--- config.mk ---
export PLATFORM = sky130hd
export DESIGN_NAME = pic_top
export DESIGN_NICKNAME = d
export VERILOG_FILES = /design/src/pic_pkg.sv /design/src/pic_reg_if.sv /design/src/pic_bus_ctrl.sv /design/src/pic_regs.sv /design/src/pic_edge_detect.sv /design/src/pic_prio_enc.sv /design/src/pic_top.sv
export SDC_FILE = /design/constraint.sdc
export NUM_CORES = 2
export LEC_CHECK = 0
export ABC_CLOCK_PERIOD_IN_PS = 3400
export BUFFER_PORTS_ARGS = -buffer_cell sky130_fd_sc_hd__buf_2
export CAP_MARGIN = 20
export CORE_ASPECT_RATIO = 1.75
export CORE_MARGIN = 4
export CORE_UTILIZATION = 45
export DETAILED_ROUTE_END_ITERATION = 10
export PLACE_DENSITY = 0.64
export SLEW_MARGIN = 10
export SYNTH_ARGS = -nofsm -noshare
export SYNTH_HDL_FRONTEND = slang
export SYNTH_SLANG_ARGS = --single-unit
--- constraint.sdc ---
create_clock -name clk -period 3.4 [get_ports clk]
set_input_delay 0 -clock clk [delete_from_list [all_inputs] [get_ports clk]]
set_output_delay 0 -clock clk [all_outputs]
set_load 0.02 [all_outputs]
--- src/pic_pkg.sv ---
package pic_pkg;

	// ==============================
	// sizes
	// ==============================
	// source 0 is the non-maskable line
	localparam int NUM_SRC = 32;
	localparam int SRC_W = 5;
	localparam int LEVEL_W = 4;
	localparam int CAUSE_W = 8;
	localparam int CORE_W = 6;
	localparam int DATA_W = 32;
	// register word index is the byte address over four
	localparam int IDX_W = 6;

	// field positions inside a control word
	localparam int CTRL_LEVEL_LSB = 8;
	localparam int CTRL_IE_BIT = 16;
	localparam int CTRL_ES_BIT = 17;
	localparam int CTRL_RESP_BIT = 18;
	localparam int CTRL_CORE_LSB = 24;

	// ==============================
	// reset values
	// ==============================
	localparam logic [CAUSE_W-1:0] SPURIOUS_CAUSE = 8'd24;
	localparam logic [LEVEL_W-1:0] RST_LEVEL = 4'd8;
	// everything disabled, edge sensed and answering inta
	localparam logic [NUM_SRC-1:0] RST_IE = '0;
	localparam logic [NUM_SRC-1:0] RST_ES = '1;
	localparam logic [NUM_SRC-1:0] RST_RESP = '1;

	// register word map
	typedef enum logic [IDX_W-1:0] {
		REG_ENC = 6'd0,
		REG_IE = 6'd1,
		REG_IE_CLR = 6'd2,
		REG_IE_SET = 6'd3,
		REG_EDGE = 6'd4,
		REG_EDGE_RST = 6'd5,
		REG_TRIG = 6'd6,
		REG_CTRL_BASE = 6'd32
	} reg_op_e;

	// bus cycle controller states
	typedef enum logic [1:0] {ST_IDLE, ST_ACK, ST_HOLD} bus_state_e;

endpackage

--- src/pic_reg_if.sv ---
`timescale 1ns/1ns

interface pic_reg_if;
	import pic_pkg::*;

	// ==============================
	// register access channel
	// ==============================
	// write strobe is high for one cycle only
	logic wr;
	// read strobe is high for one cycle only
	logic rd;
	// word index taken from the byte address
	logic [IDX_W-1:0] idx;
	logic [DATA_W-1:0] wdata;
	// registered read data, valid the cycle after rd
	logic [DATA_W-1:0] rdata;

	// bus controller view
	modport bus
	(
		output wr,
		output rd,
		output idx,
		output wdata,
		input rdata
	);

	// register file view
	modport regs
	(
		input wr,
		input rd,
		input idx,
		input wdata,
		output rdata
	);

endinterface

--- src/pic_bus_ctrl.sv ---
`timescale 1ns/1ns

module pic_bus_ctrl
(
	input logic clk,
	input logic rst_i,
	input logic cs_i,
	input logic we_i,
	input logic inta_i,
	input logic [7:0] adr_i,
	input logic [pic_pkg::DATA_W-1:0] dat_i,
	input logic [pic_pkg::SRC_W-1:0] cur_src_i,
	input logic [pic_pkg::NUM_SRC-1:0] resp_inta_i,
	pic_reg_if.bus bus,
	output logic ack_o,
	output logic vp_o,
	output logic inta_o
);
	import pic_pkg::*;

	bus_state_e state_q;
	bus_state_e state_d;
	logic strobe;
	logic idle;

	// either kind of cycle holds the controller busy
	assign strobe = cs_i | inta_i;
	assign idle = (state_q == ST_IDLE);

	// ==============================
	// register strobes
	// ==============================
	// strobes only leave idle, so each lasts one cycle
	assign bus.wr = idle & cs_i & we_i;
	// chip select wins if both strobes show up together
	assign bus.rd = idle & ((cs_i & ~we_i) | (inta_i & ~cs_i));
	assign inta_o = idle & inta_i & ~cs_i;
	assign bus.idx = adr_i[IDX_W+1:2];
	assign bus.wdata = dat_i;

	// ==============================
	// cycle state machine
	// ==============================
	always_comb
	begin
		state_d = state_q;
		case (state_q)
			ST_IDLE:
			begin
				if (strobe)
					state_d = ST_ACK;
			end
			ST_ACK:
			begin
				// a strobe still held must not be acked again
				if (strobe)
					state_d = ST_HOLD;
				else
					state_d = ST_IDLE;
			end
			ST_HOLD:
			begin
				if (!strobe)
					state_d = ST_IDLE;
			end
			default:
				state_d = ST_IDLE;
		endcase
	end

	always_ff @(posedge clk)
	begin
		if (rst_i)
		begin
			state_q <= ST_IDLE;
			vp_o <= 1'b0;
		end
		else
		begin
			state_q <= state_d;
			// vector pull when the winner does not answer inta
			vp_o <= inta_o & ~resp_inta_i[cur_src_i];
		end
	end

	// ack lines up with the registered read data
	assign ack_o = (state_q == ST_ACK);

endmodule

--- src/pic_regs.sv ---
`timescale 1ns/1ns

module pic_regs
(
	input logic clk,
	input logic rst_i,
	pic_reg_if.regs regs,
	input logic inta_i,
	input logic [pic_pkg::LEVEL_W-1:0] ack_level_i,
	input logic [pic_pkg::SRC_W-1:0] cur_src_i,
	output logic [pic_pkg::NUM_SRC-1:0] ie_o,
	output logic [pic_pkg::NUM_SRC-1:0] es_o,
	output logic [pic_pkg::NUM_SRC-1:0] trig_o,
	output logic [pic_pkg::NUM_SRC-1:0] rste_o,
	output logic [pic_pkg::NUM_SRC-1:0] resp_inta_o,
	output logic [pic_pkg::LEVEL_W-1:0] level_o [pic_pkg::NUM_SRC],
	output logic [pic_pkg::CAUSE_W-1:0] cause_o [pic_pkg::NUM_SRC],
	output logic [pic_pkg::CORE_W-1:0] core_o [pic_pkg::NUM_SRC]
);
	import pic_pkg::*;

	logic [SRC_W-1:0] sel;
	logic [SRC_W-1:0] ctrl_src;
	logic is_ctrl;
	logic [DATA_W-1:0] rd_word;

	// single-source ops pick the source from the low data bits
	assign sel = regs.wdata[SRC_W-1:0];
	// upper half of the map is one control word per source
	assign is_ctrl = (regs.idx >= REG_CTRL_BASE);
	assign ctrl_src = regs.idx[SRC_W-1:0];

	// ==============================
	// register writes
	// ==============================
	always_ff @(posedge clk)
	begin
		if (rst_i)
		begin
			ie_o <= RST_IE;
			es_o <= RST_ES;
			resp_inta_o <= RST_RESP;
			trig_o <= '0;
			rste_o <= '0;
			for (int n = 0; n < NUM_SRC; n++)
			begin
				level_o[n] <= RST_LEVEL;
				cause_o[n] <= '0;
				core_o[n] <= '0;
			end
		end
		else
		begin
			// trigger and edge reset are one-cycle pulses
			trig_o <= '0;
			rste_o <= '0;
			if (regs.wr)
			begin
				if (is_ctrl)
				begin
					cause_o[ctrl_src] <= regs.wdata[CAUSE_W-1:0];
					level_o[ctrl_src] <= regs.wdata[CTRL_LEVEL_LSB +: LEVEL_W];
					ie_o[ctrl_src] <= regs.wdata[CTRL_IE_BIT];
					es_o[ctrl_src] <= regs.wdata[CTRL_ES_BIT];
					resp_inta_o[ctrl_src] <= regs.wdata[CTRL_RESP_BIT];
					core_o[ctrl_src] <= regs.wdata[CTRL_CORE_LSB +: CORE_W];
				end
				else
				begin
					case (regs.idx)
						REG_IE: ie_o <= regs.wdata;
						REG_IE_CLR: ie_o[sel] <= 1'b0;
						REG_IE_SET: ie_o[sel] <= 1'b1;
						REG_EDGE: es_o <= regs.wdata;
						REG_EDGE_RST: rste_o[sel] <= 1'b1;
						REG_TRIG: trig_o[sel] <= 1'b1;
						// the encoder word is read only
						default: ;
					endcase
				end
			end
		end
	end

	// ==============================
	// read data select
	// ==============================
	always_comb
	begin
		rd_word = '0;
		if (inta_i)
		begin
			// a non-responding source leaves the word at zero
			if (resp_inta_o[cur_src_i])
			begin
				// asked level above the source level is spurious
				if (ack_level_i > level_o[cur_src_i])
					rd_word[CAUSE_W-1:0] = SPURIOUS_CAUSE;
				else
					rd_word[CAUSE_W-1:0] = cause_o[cur_src_i];
			end
		end
		else if (is_ctrl)
		begin
			rd_word[CTRL_ES_BIT] = es_o[ctrl_src];
			rd_word[CTRL_IE_BIT] = ie_o[ctrl_src];
			rd_word[CTRL_LEVEL_LSB +: LEVEL_W] = level_o[ctrl_src];
			rd_word[CAUSE_W-1:0] = cause_o[ctrl_src];
		end
		else if (regs.idx == REG_ENC)
			rd_word[CAUSE_W-1:0] = cause_o[cur_src_i];
		else
			rd_word = ie_o;
	end

	// data only shows in the cycle after rd, zero otherwise
	always_ff @(posedge clk)
	begin
		if (rst_i)
			regs.rdata <= '0;
		else if (regs.rd)
			regs.rdata <= rd_word;
		else
			regs.rdata <= '0;
	end

endmodule

--- src/pic_edge_detect.sv ---
`timescale 1ns/1ns

module pic_edge_detect
(
	input logic clk,
	input logic rst_i,
	input logic [pic_pkg::NUM_SRC-1:0] irq_i,
	input logic [pic_pkg::NUM_SRC-1:0] es_i,
	input logic [pic_pkg::NUM_SRC-1:0] trig_i,
	input logic [pic_pkg::NUM_SRC-1:0] rste_i,
	output logic [pic_pkg::NUM_SRC-1:0] pending_o
);
	import pic_pkg::*;

	// sampled request lines
	logic [NUM_SRC-1:0] irq_q;
	// latched rising edges
	logic [NUM_SRC-1:0] edge_q;
	logic [NUM_SRC-1:0] rise;

	// line high now but low at the last edge
	assign rise = irq_i & ~irq_q;

	// ==============================
	// input sampling and edge latch
	// ==============================
	always_ff @(posedge clk)
	begin
		if (rst_i)
		begin
			irq_q <= '0;
			edge_q <= '0;
		end
		else
		begin
			irq_q <= irq_i;
			// clear beats a set arriving in the same cycle
			edge_q <= (edge_q | rise | trig_i) & ~rste_i;
		end
	end

	// edge-sensed sources use the latch, level-sensed the sampled line
	assign pending_o = (edge_q & es_i) | (irq_q & ~es_i);

endmodule

--- src/pic_prio_enc.sv ---
`timescale 1ns/1ns

module pic_prio_enc
(
	input logic clk,
	input logic rst_i,
	input logic [pic_pkg::NUM_SRC-1:0] pending_i,
	input logic [pic_pkg::NUM_SRC-1:0] ie_i,
	input logic [pic_pkg::LEVEL_W-1:0] level_i [pic_pkg::NUM_SRC],
	input logic [pic_pkg::CAUSE_W-1:0] cause_i [pic_pkg::NUM_SRC],
	input logic [pic_pkg::CORE_W-1:0] core_i [pic_pkg::NUM_SRC],
	input logic nmi_i,
	output logic [pic_pkg::SRC_W-1:0] cur_src_o,
	output logic [pic_pkg::LEVEL_W-1:0] irq_level_o,
	output logic [pic_pkg::CAUSE_W-1:0] cause_o,
	output logic [pic_pkg::CORE_W-1:0] core_o,
	output logic nmi_o
);
	import pic_pkg::*;

	logic [SRC_W-1:0] win;

	// ==============================
	// lowest pending source wins
	// ==============================
	// scan downwards so the lowest number is written last
	// source 0 is the nmi and never gets encoded
	always_comb
	begin
		win = '0;
		for (int n = NUM_SRC - 1; n > 0; n--)
		begin
			if (pending_i[n])
				win = SRC_W'(n);
		end
	end

	always_ff @(posedge clk)
	begin
		if (rst_i)
		begin
			cur_src_o <= '0;
			irq_level_o <= '0;
			cause_o <= '0;
			core_o <= '0;
			nmi_o <= 1'b0;
		end
		else
		begin
			cur_src_o <= win;
			// nmi bypasses the encoder, gated by enable bit 0
			nmi_o <= nmi_i & ie_i[0];
			if (cur_src_o == '0)
			begin
				irq_level_o <= '0;
				cause_o <= '0;
				core_o <= '0;
			end
			else
			begin
				// disabled winner keeps its cause but drops its level
				irq_level_o <= ie_i[cur_src_o] ? level_i[cur_src_o] : '0;
				cause_o <= cause_i[cur_src_o];
				core_o <= core_i[cur_src_o];
			end
		end
	end

endmodule

--- src/pic_top.sv ---
`timescale 1ns/1ns

module pic_top
(
	input logic clk,
	input logic rst_i,
	input logic cs_i,
	input logic we_i,
	input logic inta_i,
	input logic [7:0] adr_i,
	input logic [pic_pkg::DATA_W-1:0] dat_i,
	output logic [pic_pkg::DATA_W-1:0] dat_o,
	output logic ack_o,
	output logic vp_o,
	input logic [pic_pkg::NUM_SRC-2:0] irq_i,
	input logic nmi_i,
	output logic [pic_pkg::LEVEL_W-1:0] irq_level_o,
	output logic [pic_pkg::CAUSE_W-1:0] cause_o,
	output logic [pic_pkg::CORE_W-1:0] core_o,
	output logic nmi_o
);
	import pic_pkg::*;

	// ==============================
	// internal nets
	// ==============================
	logic [NUM_SRC-1:0] src;
	logic [NUM_SRC-1:0] ie;
	logic [NUM_SRC-1:0] es;
	logic [NUM_SRC-1:0] trig_pulse;
	logic [NUM_SRC-1:0] rste_pulse;
	logic [NUM_SRC-1:0] resp_inta;
	logic [NUM_SRC-1:0] pending;
	logic [LEVEL_W-1:0] level [NUM_SRC];
	logic [CAUSE_W-1:0] cause [NUM_SRC];
	logic [CORE_W-1:0] core [NUM_SRC];
	logic [SRC_W-1:0] cur_src;
	logic [LEVEL_W-1:0] ack_level;
	logic inta_rd;

	// nmi sits in bit 0 of the source word
	assign src = {irq_i, nmi_i};
	// inta cycles carry the level in address bits 3 to 1
	assign ack_level = {1'b0, adr_i[3:1]};
	// register file zeroes rdata outside the ack cycle
	assign dat_o = reg_bus.rdata;

	pic_reg_if reg_bus ();

	pic_bus_ctrl u_bus_ctrl (
		.clk(clk), .rst_i(rst_i),
		.cs_i(cs_i), .we_i(we_i), .inta_i(inta_i),
		.adr_i(adr_i), .dat_i(dat_i),
		.cur_src_i(cur_src), .resp_inta_i(resp_inta),
		.bus(reg_bus),
		.ack_o(ack_o), .vp_o(vp_o), .inta_o(inta_rd)
	);

	pic_regs u_regs (
		.clk(clk), .rst_i(rst_i), .regs(reg_bus),
		.inta_i(inta_rd), .ack_level_i(ack_level), .cur_src_i(cur_src),
		.ie_o(ie), .es_o(es), .trig_o(trig_pulse), .rste_o(rste_pulse),
		.resp_inta_o(resp_inta),
		.level_o(level), .cause_o(cause), .core_o(core)
	);

	pic_edge_detect u_edge (
		.clk(clk), .rst_i(rst_i), .irq_i(src),
		.es_i(es), .trig_i(trig_pulse), .rste_i(rste_pulse),
		.pending_o(pending)
	);

	pic_prio_enc u_prio (
		.clk(clk), .rst_i(rst_i),
		.pending_i(pending), .ie_i(ie),
		.level_i(level), .cause_i(cause), .core_i(core),
		.nmi_i(nmi_i), .cur_src_o(cur_src),
		.irq_level_o(irq_level_o), .cause_o(cause_o), .core_o(core_o),
		.nmi_o(nmi_o)
	);

endmodule

# ---- Word-level counts from Yosys, hierarchy flattened
# Index checks and enable logic that the tools add are counted.
dict set report totals {
  register_bits 859
  in_bits 77
  out_inout_bits 53
  word_cells 279
}
dict set report classes {
  magnitude_cmp 10
  n_eq_ne 10
  mux 85
  n_bitwise 34
  reduce_logical 23
}
# operator n
set ops {}
lappend ops {{$bwmux W256} 1}
lappend ops {{$bwmux W192} 1}
lappend ops {{$and A32 B32 Y32} 5}
lappend ops {{$bwmux W128} 1}
lappend ops {{$not A32 Y32} 4}
lappend ops {{$or A32 B32 Y32} 4}
lappend ops {{$bwmux W32} 3}
lappend ops {{$mux W32} 3}
lappend ops {{$pmux W32 S3} 1}
lappend ops {{$bmux W8 S5} 2}
lappend ops {{$mux W5} 16}
lappend ops {{$mux W8} 9}
lappend ops {{$mux W4} 13}
lappend ops {{$bmux W4 S5} 2}
lappend ops {{$demux W8 S5} 1}
lappend ops {{$bmux W6 S5} 1}
lappend ops {{$demux W6 S5} 1}
lappend ops {{$bmux W1 S5} 4}
lappend ops {{$demux W4 S5} 1}
lappend ops {{$eq A6 B3 Y1 const B} 3}
lappend ops {{$ge A6 B6 Y1 const B} 3}
lappend ops {{$lt A5 B6 Y1 const B} 3}
lappend ops {{$mux W6} 3}
lappend ops {{$reduce_or A16 Y1} 1}
lappend ops {{32 further kinds} 76}

# ---- Logic depth before layout (Yosys ltp)
dict set report depth {
  ltp_word 34
  ltp_mapped 15
}

# ---- By module
# From an unflattened synthesis, not the netlist that was laid out.
dict set report unflattened {
  cells_unflattened 4845
  area_unflattened_um2 44192.4
}
# mod instances cells_per_inst area_each_um2 seq_area_each_um2
set modules_own_cells {}
lappend modules_own_cells {pic_regs 1 3970 34907.2 15374.7}
lappend modules_own_cells {pic_prio_enc 1 566 5940.7 480.5}
lappend modules_own_cells {pic_edge_detect 1 231 2628.8 1281.2}
lappend modules_own_cells {pic_bus_ctrl 1 77 711.9 60.1}
lappend modules_own_cells {pic_top 1 1 3.8 0.0}

# ---- Worst setup path after synthesis
# Ideal clock, no wire load.
dict set report synth_path {
  path_type {register to register}
  start {register u_prio.cur_src_o[1] in the netlist's numbering}
  end {register u_regs.regs.rdata[5]}
  setup_ns 0.059
  arrival_ns 3.019
  required_ns 3.341
  setup_slack_ns 0.322
  stages_incl_launch_ff 13
  path_buffers 2
  cell_sequence {dfxtp_1 -> buf_2 -> clkbuf_1 -> mux4_2 -> mux4_2 -> mux2i_1 -> ha_1 -> nor2b_1 -> o21ai_0 -> a32oi_1 -> and3_1 -> o21ai_1 -> a221o_1}
}
dict set report synth_between {
  elab_chain_cells 8
  word_cells_on_any_way 15
  cone_classes {order compare (1); mux (13); bitwise (1)}
}
# item line_no
set synth_rtl {}
lappend synth_rtl {{start, declared} pic_prio_enc.sv:13} ;# output logic [pic_pkg::SRC_W-1:0] cur_src_o,
lappend synth_rtl {{start signal, assigned} pic_prio_enc.sv:50} ;# cur_src_o <= win;
lappend synth_rtl {{$not A5 Y6 (not written as such)} {pic_regs.sv:97, pic_regs.sv:100, pic_regs.sv:111}}
lappend synth_rtl {{$bmux W4 S5} pic_regs.sv:97} ;# if (ack_level_i > level_o[cur_src_i])
lappend synth_rtl {{$mux W4 (not written as such) (2 in series)} pic_regs.sv:97}
lappend synth_rtl {{$gt A3 B4 Y1} pic_regs.sv:97}
lappend synth_rtl {{$mux W8} pic_regs.sv:97}
lappend synth_rtl {{$mux W8} pic_regs.sv:94} ;# if (resp_inta_o[cur_src_i])
lappend synth_rtl {{$mux W8 (*)} pic_regs.sv:91} ;# if (inta_i)
lappend synth_rtl {{end signal, assigned} pic_regs.sv:122} ;# regs.rdata <= rd_word;
lappend synth_rtl {{end, declared} pic_reg_if.sv:36} ;# output rdata
# Mark *: on every way between the ends. The rest lies on a longest branch, timed or not. The select of a mux whose other input is x is not followed.
# A chain may end at the register's enable or synchronous reset.

# ---- Worst setup path after layout
dict set report layout_path {
  start {register u_prio.cur_src_o[0] in the netlist's numbering}
  end {register u_regs.regs.rdata[6]}
}
# The elaborated chain is that of the path after synthesis.

==> flow_metrics.env <==
export IMPL_clock_root_buffer="clkbuf_16"
export IMPL_seq_area_um2=17100
export IMPL_synth_distinct_cells=67
export IMPL_crit_slowest_cell="mux4_2"
export IMPL_finalCritPeriodShare_pct=98.6
export IMPL_initial_core_util_pct=45.6
export IMPL_clockBufferDepth=3
export IMPL_cp_max_fo=11
export IMPL_fp_dieW_um=233
export IMPL_drv_cap=0
export IMPL_drt_initial_drc_count=4295
export IMPL_gr_total_overflow=0
export IMPL_cts_tree="yes"
export IMPL_drt_vias_per_instance=6.19
export IMPL_clock_skew_ns=0.0168
export IMPL_grt_use_total_pct=33.3
export IMPL_end_kind="flop"
export IMPL_cts_buffers=77
export IMPL_cp_slowest_stage_delay_ns=0.58
export IMPL_fin_crit_ns=3.35
export IMPL_wire_per_inst_um=26.7
export IMPL_fillers=8021
export IMPL_synthArstFlopShare_pct=0
export IMPL_grt_pass1_vias=36100
export IMPL_hold_viol_final=0
export IMPL_clock_sinks=855
export IMPL_portBuffers=128
export IMPL_yosysWarnings=0
export IMPL_nets=4823
export IMPL_num_rows=143
export IMPL_status="finished clean"
export IMPL_ys_ff_latch=855
export IMPL_clock_latency_ns=0.69
export IMPL_slew_headroom_pct=27.0
export IMPL_p_leak_nw=15.7
export IMPL_cts_max_level=3
export IMPL_num_vias=36900
export IMPL_irDropWorstVdd_mv=0.395
export IMPL_total_power_w=0.0219
export IMPL_worstPathCellList="buf_12 -> buf_4 -> mux4_2 -> mux4_2 -> mux2i_2 -> ha_1 -> a32oi_2 -> and3_1 -> o21ai_2 -> a221o_1"
export IMPL_synth_area_um2=39700
export IMPL_synth_edf_count=0
export IMPL_place_congestion=0.947
export IMPL_use_met1_pct=36.1
export IMPL_ys_seq_area_share_pct=43.1
export IMPL_setup_viol=0
export IMPL_r2r_slack_ns=0.05
export IMPL_synth_cells=4644
export IMPL_arrival_ns=3.93
export IMPL_grt_pass1_wl_um=233000
export IMPL_synth_nets=4724
export IMPL_dp_cells=5735
export IMPL_final_antenna_net_count=0
export IMPL_path_common_cell="mux4_2"
export IMPL_core_area_um2=87100
export IMPL_path_class="reg2reg"
export IMPL_min_path_type="in2reg"
export IMPL_antenna_found_initial=5
export IMPL_tightest_slew_ns=1.10
export IMPL_die_y_um=401
export IMPL_required_ns=3.97
export IMPL_post_route_util_pct=52.0
export IMPL_dr_pass1_iters=6
export IMPL_drc=0
export IMPL_drive_gt1_share_pct=15.0
export IMPL_grt_busiest_layer="met2"
export IMPL_dp_hpwl_um=101000
export IMPL_p_per_area_nw_per_um2=484
export IMPL_critical_path_startpoint_type="flop"
export IMPL_slew_violations=0
export IMPL_synth_ff_type="dfxtp_1"
export IMPL_dieArea_um2=93200
export IMPL_grt_util_met2_pct=54.2
export IMPL_syn_area_per_cell_um2=8.55
export IMPL_multi_input_area_um2=20700
export IMPL_pin_count=130
export IMPL_syn2layout_area_growth_pct=14.2
export IMPL_clkTransAtPathRegs_ns=0.07
export IMPL_use_met3_pct=6.67
export IMPL_grt_max_degree=144
export IMPL_fmax_mhz=298
export IMPL_drt_wl_total_um=159000
export IMPL_stdcell_count=5968
[state kept, by name, summed over array words and instances, names as in the netlist, 8 cells and up]
signal and count:
u_regs.core_o 192, u_prio.cause_o 8, u_regs.trig_o 31, u_edge.edge_q 31
u_regs.regs.rdata 32, u_regs.ie_o 32, u_regs.rste_o 31, u_regs.es_o 32
u_regs.cause_o 256, u_regs.level_o 128, u_regs.resp_inta_o 32, u_edge.irq_q 31
[worst max-delay path, delay by kind of cell (launching register included)]
family	cells	cell delay, ns
AND/OR/NAND/NOR	1	0.24
buffers and inverters	2	0.36
flip-flops	1	0.39
multiplexers	3	1.30
AO/OA/AOI/OAI	3	0.63
adder cells (fa/ha/maj)	1	0.30
[layout by cell type (no fill, tap or decap), types with 9 or more instances in the layout]
master / netlist / routed
nand2_1: 1426 / 1425
dfxtp_1: 855 / 851
a21oi_1: 665 / 664
mux4_2: 210 / 210
mux2i_1: 203 / 201
buf_4: 28 / 192
nor2_1: 137 / 137
buf_2: 84 / 125
nand3_1: 122 / 121
dlygate4sd3_1: 0 / 84
o21ai_0: 84 / 83
clkbuf_16: 0 / 79
nor3_1: 57 / 56
nor2b_1: 49 / 49
a22oi_1: 45 / 45
inv_1: 43 / 42
a31oi_1: 40 / 40
o221ai_1: 38 / 38
a211oi_1: 34 / 33
a311oi_1: 30 / 30
o22ai_1: 23 / 23
and2_1: 22 / 22
clkbuf_8: 0 / 20
and4_1: 17 / 17
clkbuf_1: 258 / 16
nor3_2: 14 / 15
and3_1: 13 / 13
buf_12: 0 / 13
clkinv_2: 0 / 11
nor2_2: 10 / 10
a221oi_1: 9 / 9
[kinds of logic after synthesis]
kind of cell | share of synthesized area [%]
fa+ha+maj | 0.0946
xor+xnor | 0.0221
compound gates | 14.9
buf+inv | 4.84
mux | 17.1
simple gates | 19.9
flops | 43.1
[metal layers]
| layer | up-vias | routed length (um) |
|---|---|---|
| met1 | 17700 | 53000 |
| met3 | 791 | 13400 |
| met5 | - | 11 |
| li1 | 16400 | - |
| met2 | 2089 | 74700 |
| met4 | 2 | 18000 |
[stage by stage]
step,setup WS (ns),instance area (um2),hold WS [ns],TNS (ns)
3_3_place_gp,0.0456,41800,0.230,0
3_5_place_dp,0.0230,41800,0.232,0
6_report,0.0467,45300,0.00104,0
2_1_floorplan,0.322,39700,0.128,0
5_1_grt,-0.00266,45300,0.0494,-0.00266
4_1_cts,0.00972,45300,0.0148,0
[power by group]
group          internal, W  total [W]  switching, W
Combinational     0.000808    0.00234       0.00153
Sequential          0.0101     0.0102      0.000106
Clock              0.00527    0.00938       0.00411
[cells in the mapped netlist (all sizes together) (38+ instances only)]
library cell     n  area share [%]
nor3            73             1.2
nand2         1428              14
dfxtp          855              43
mux4           210              12
a22oi           45            0.85
nor2           147             1.5
o221ai          38            0.84
nand3          122             1.5
inv             44            0.42
buf            138             2.0
mux2i          203             5.1
clkbuf         258             2.4
a21oi          665             8.4
o21ai           85             1.1
a31oi           40            0.63
nor2b           49            0.77
[worst paths after layout]
path                            cells after the start                start                   end
worst max register to register                     10  u_prio.cur_src_o[0]  u_regs.regs.rdata[6]
worst max-delay path                               10  u_prio.cur_src_o[0]  u_regs.regs.rdata[6]
worst min register to register                      1    u_regs.rste_o[29]     u_edge.edge_q[29]
worst min-delay path                                3            dat_i[24]     u_regs.core_o[42]
[final cells by class]
| class | instances | area share, % |
|---|---|---|
| clock buffer | 115 | 5.10 |
| multi-input combinational | 3347 | 45.7 |
| inverter | 46 | 0.381 |
| clock inverter | 26 | 0.767 |
| antenna | 3 | 0.0166 |
| sequential | 855 | 37.8 |
| timing repair buffer | 416 | 7.05 |
| tap | 1160 | 3.20 |
[what timing repair did]
item                       4_1_cts  5_1_grt
setup endpoints to repair        0        8
buffers inserted                 0        5
gates resized for setup          0        6
hold buffers                    84        0
hold endpoints to repair       482        0
No activity file was read; power rests on OpenSTA's default activity.
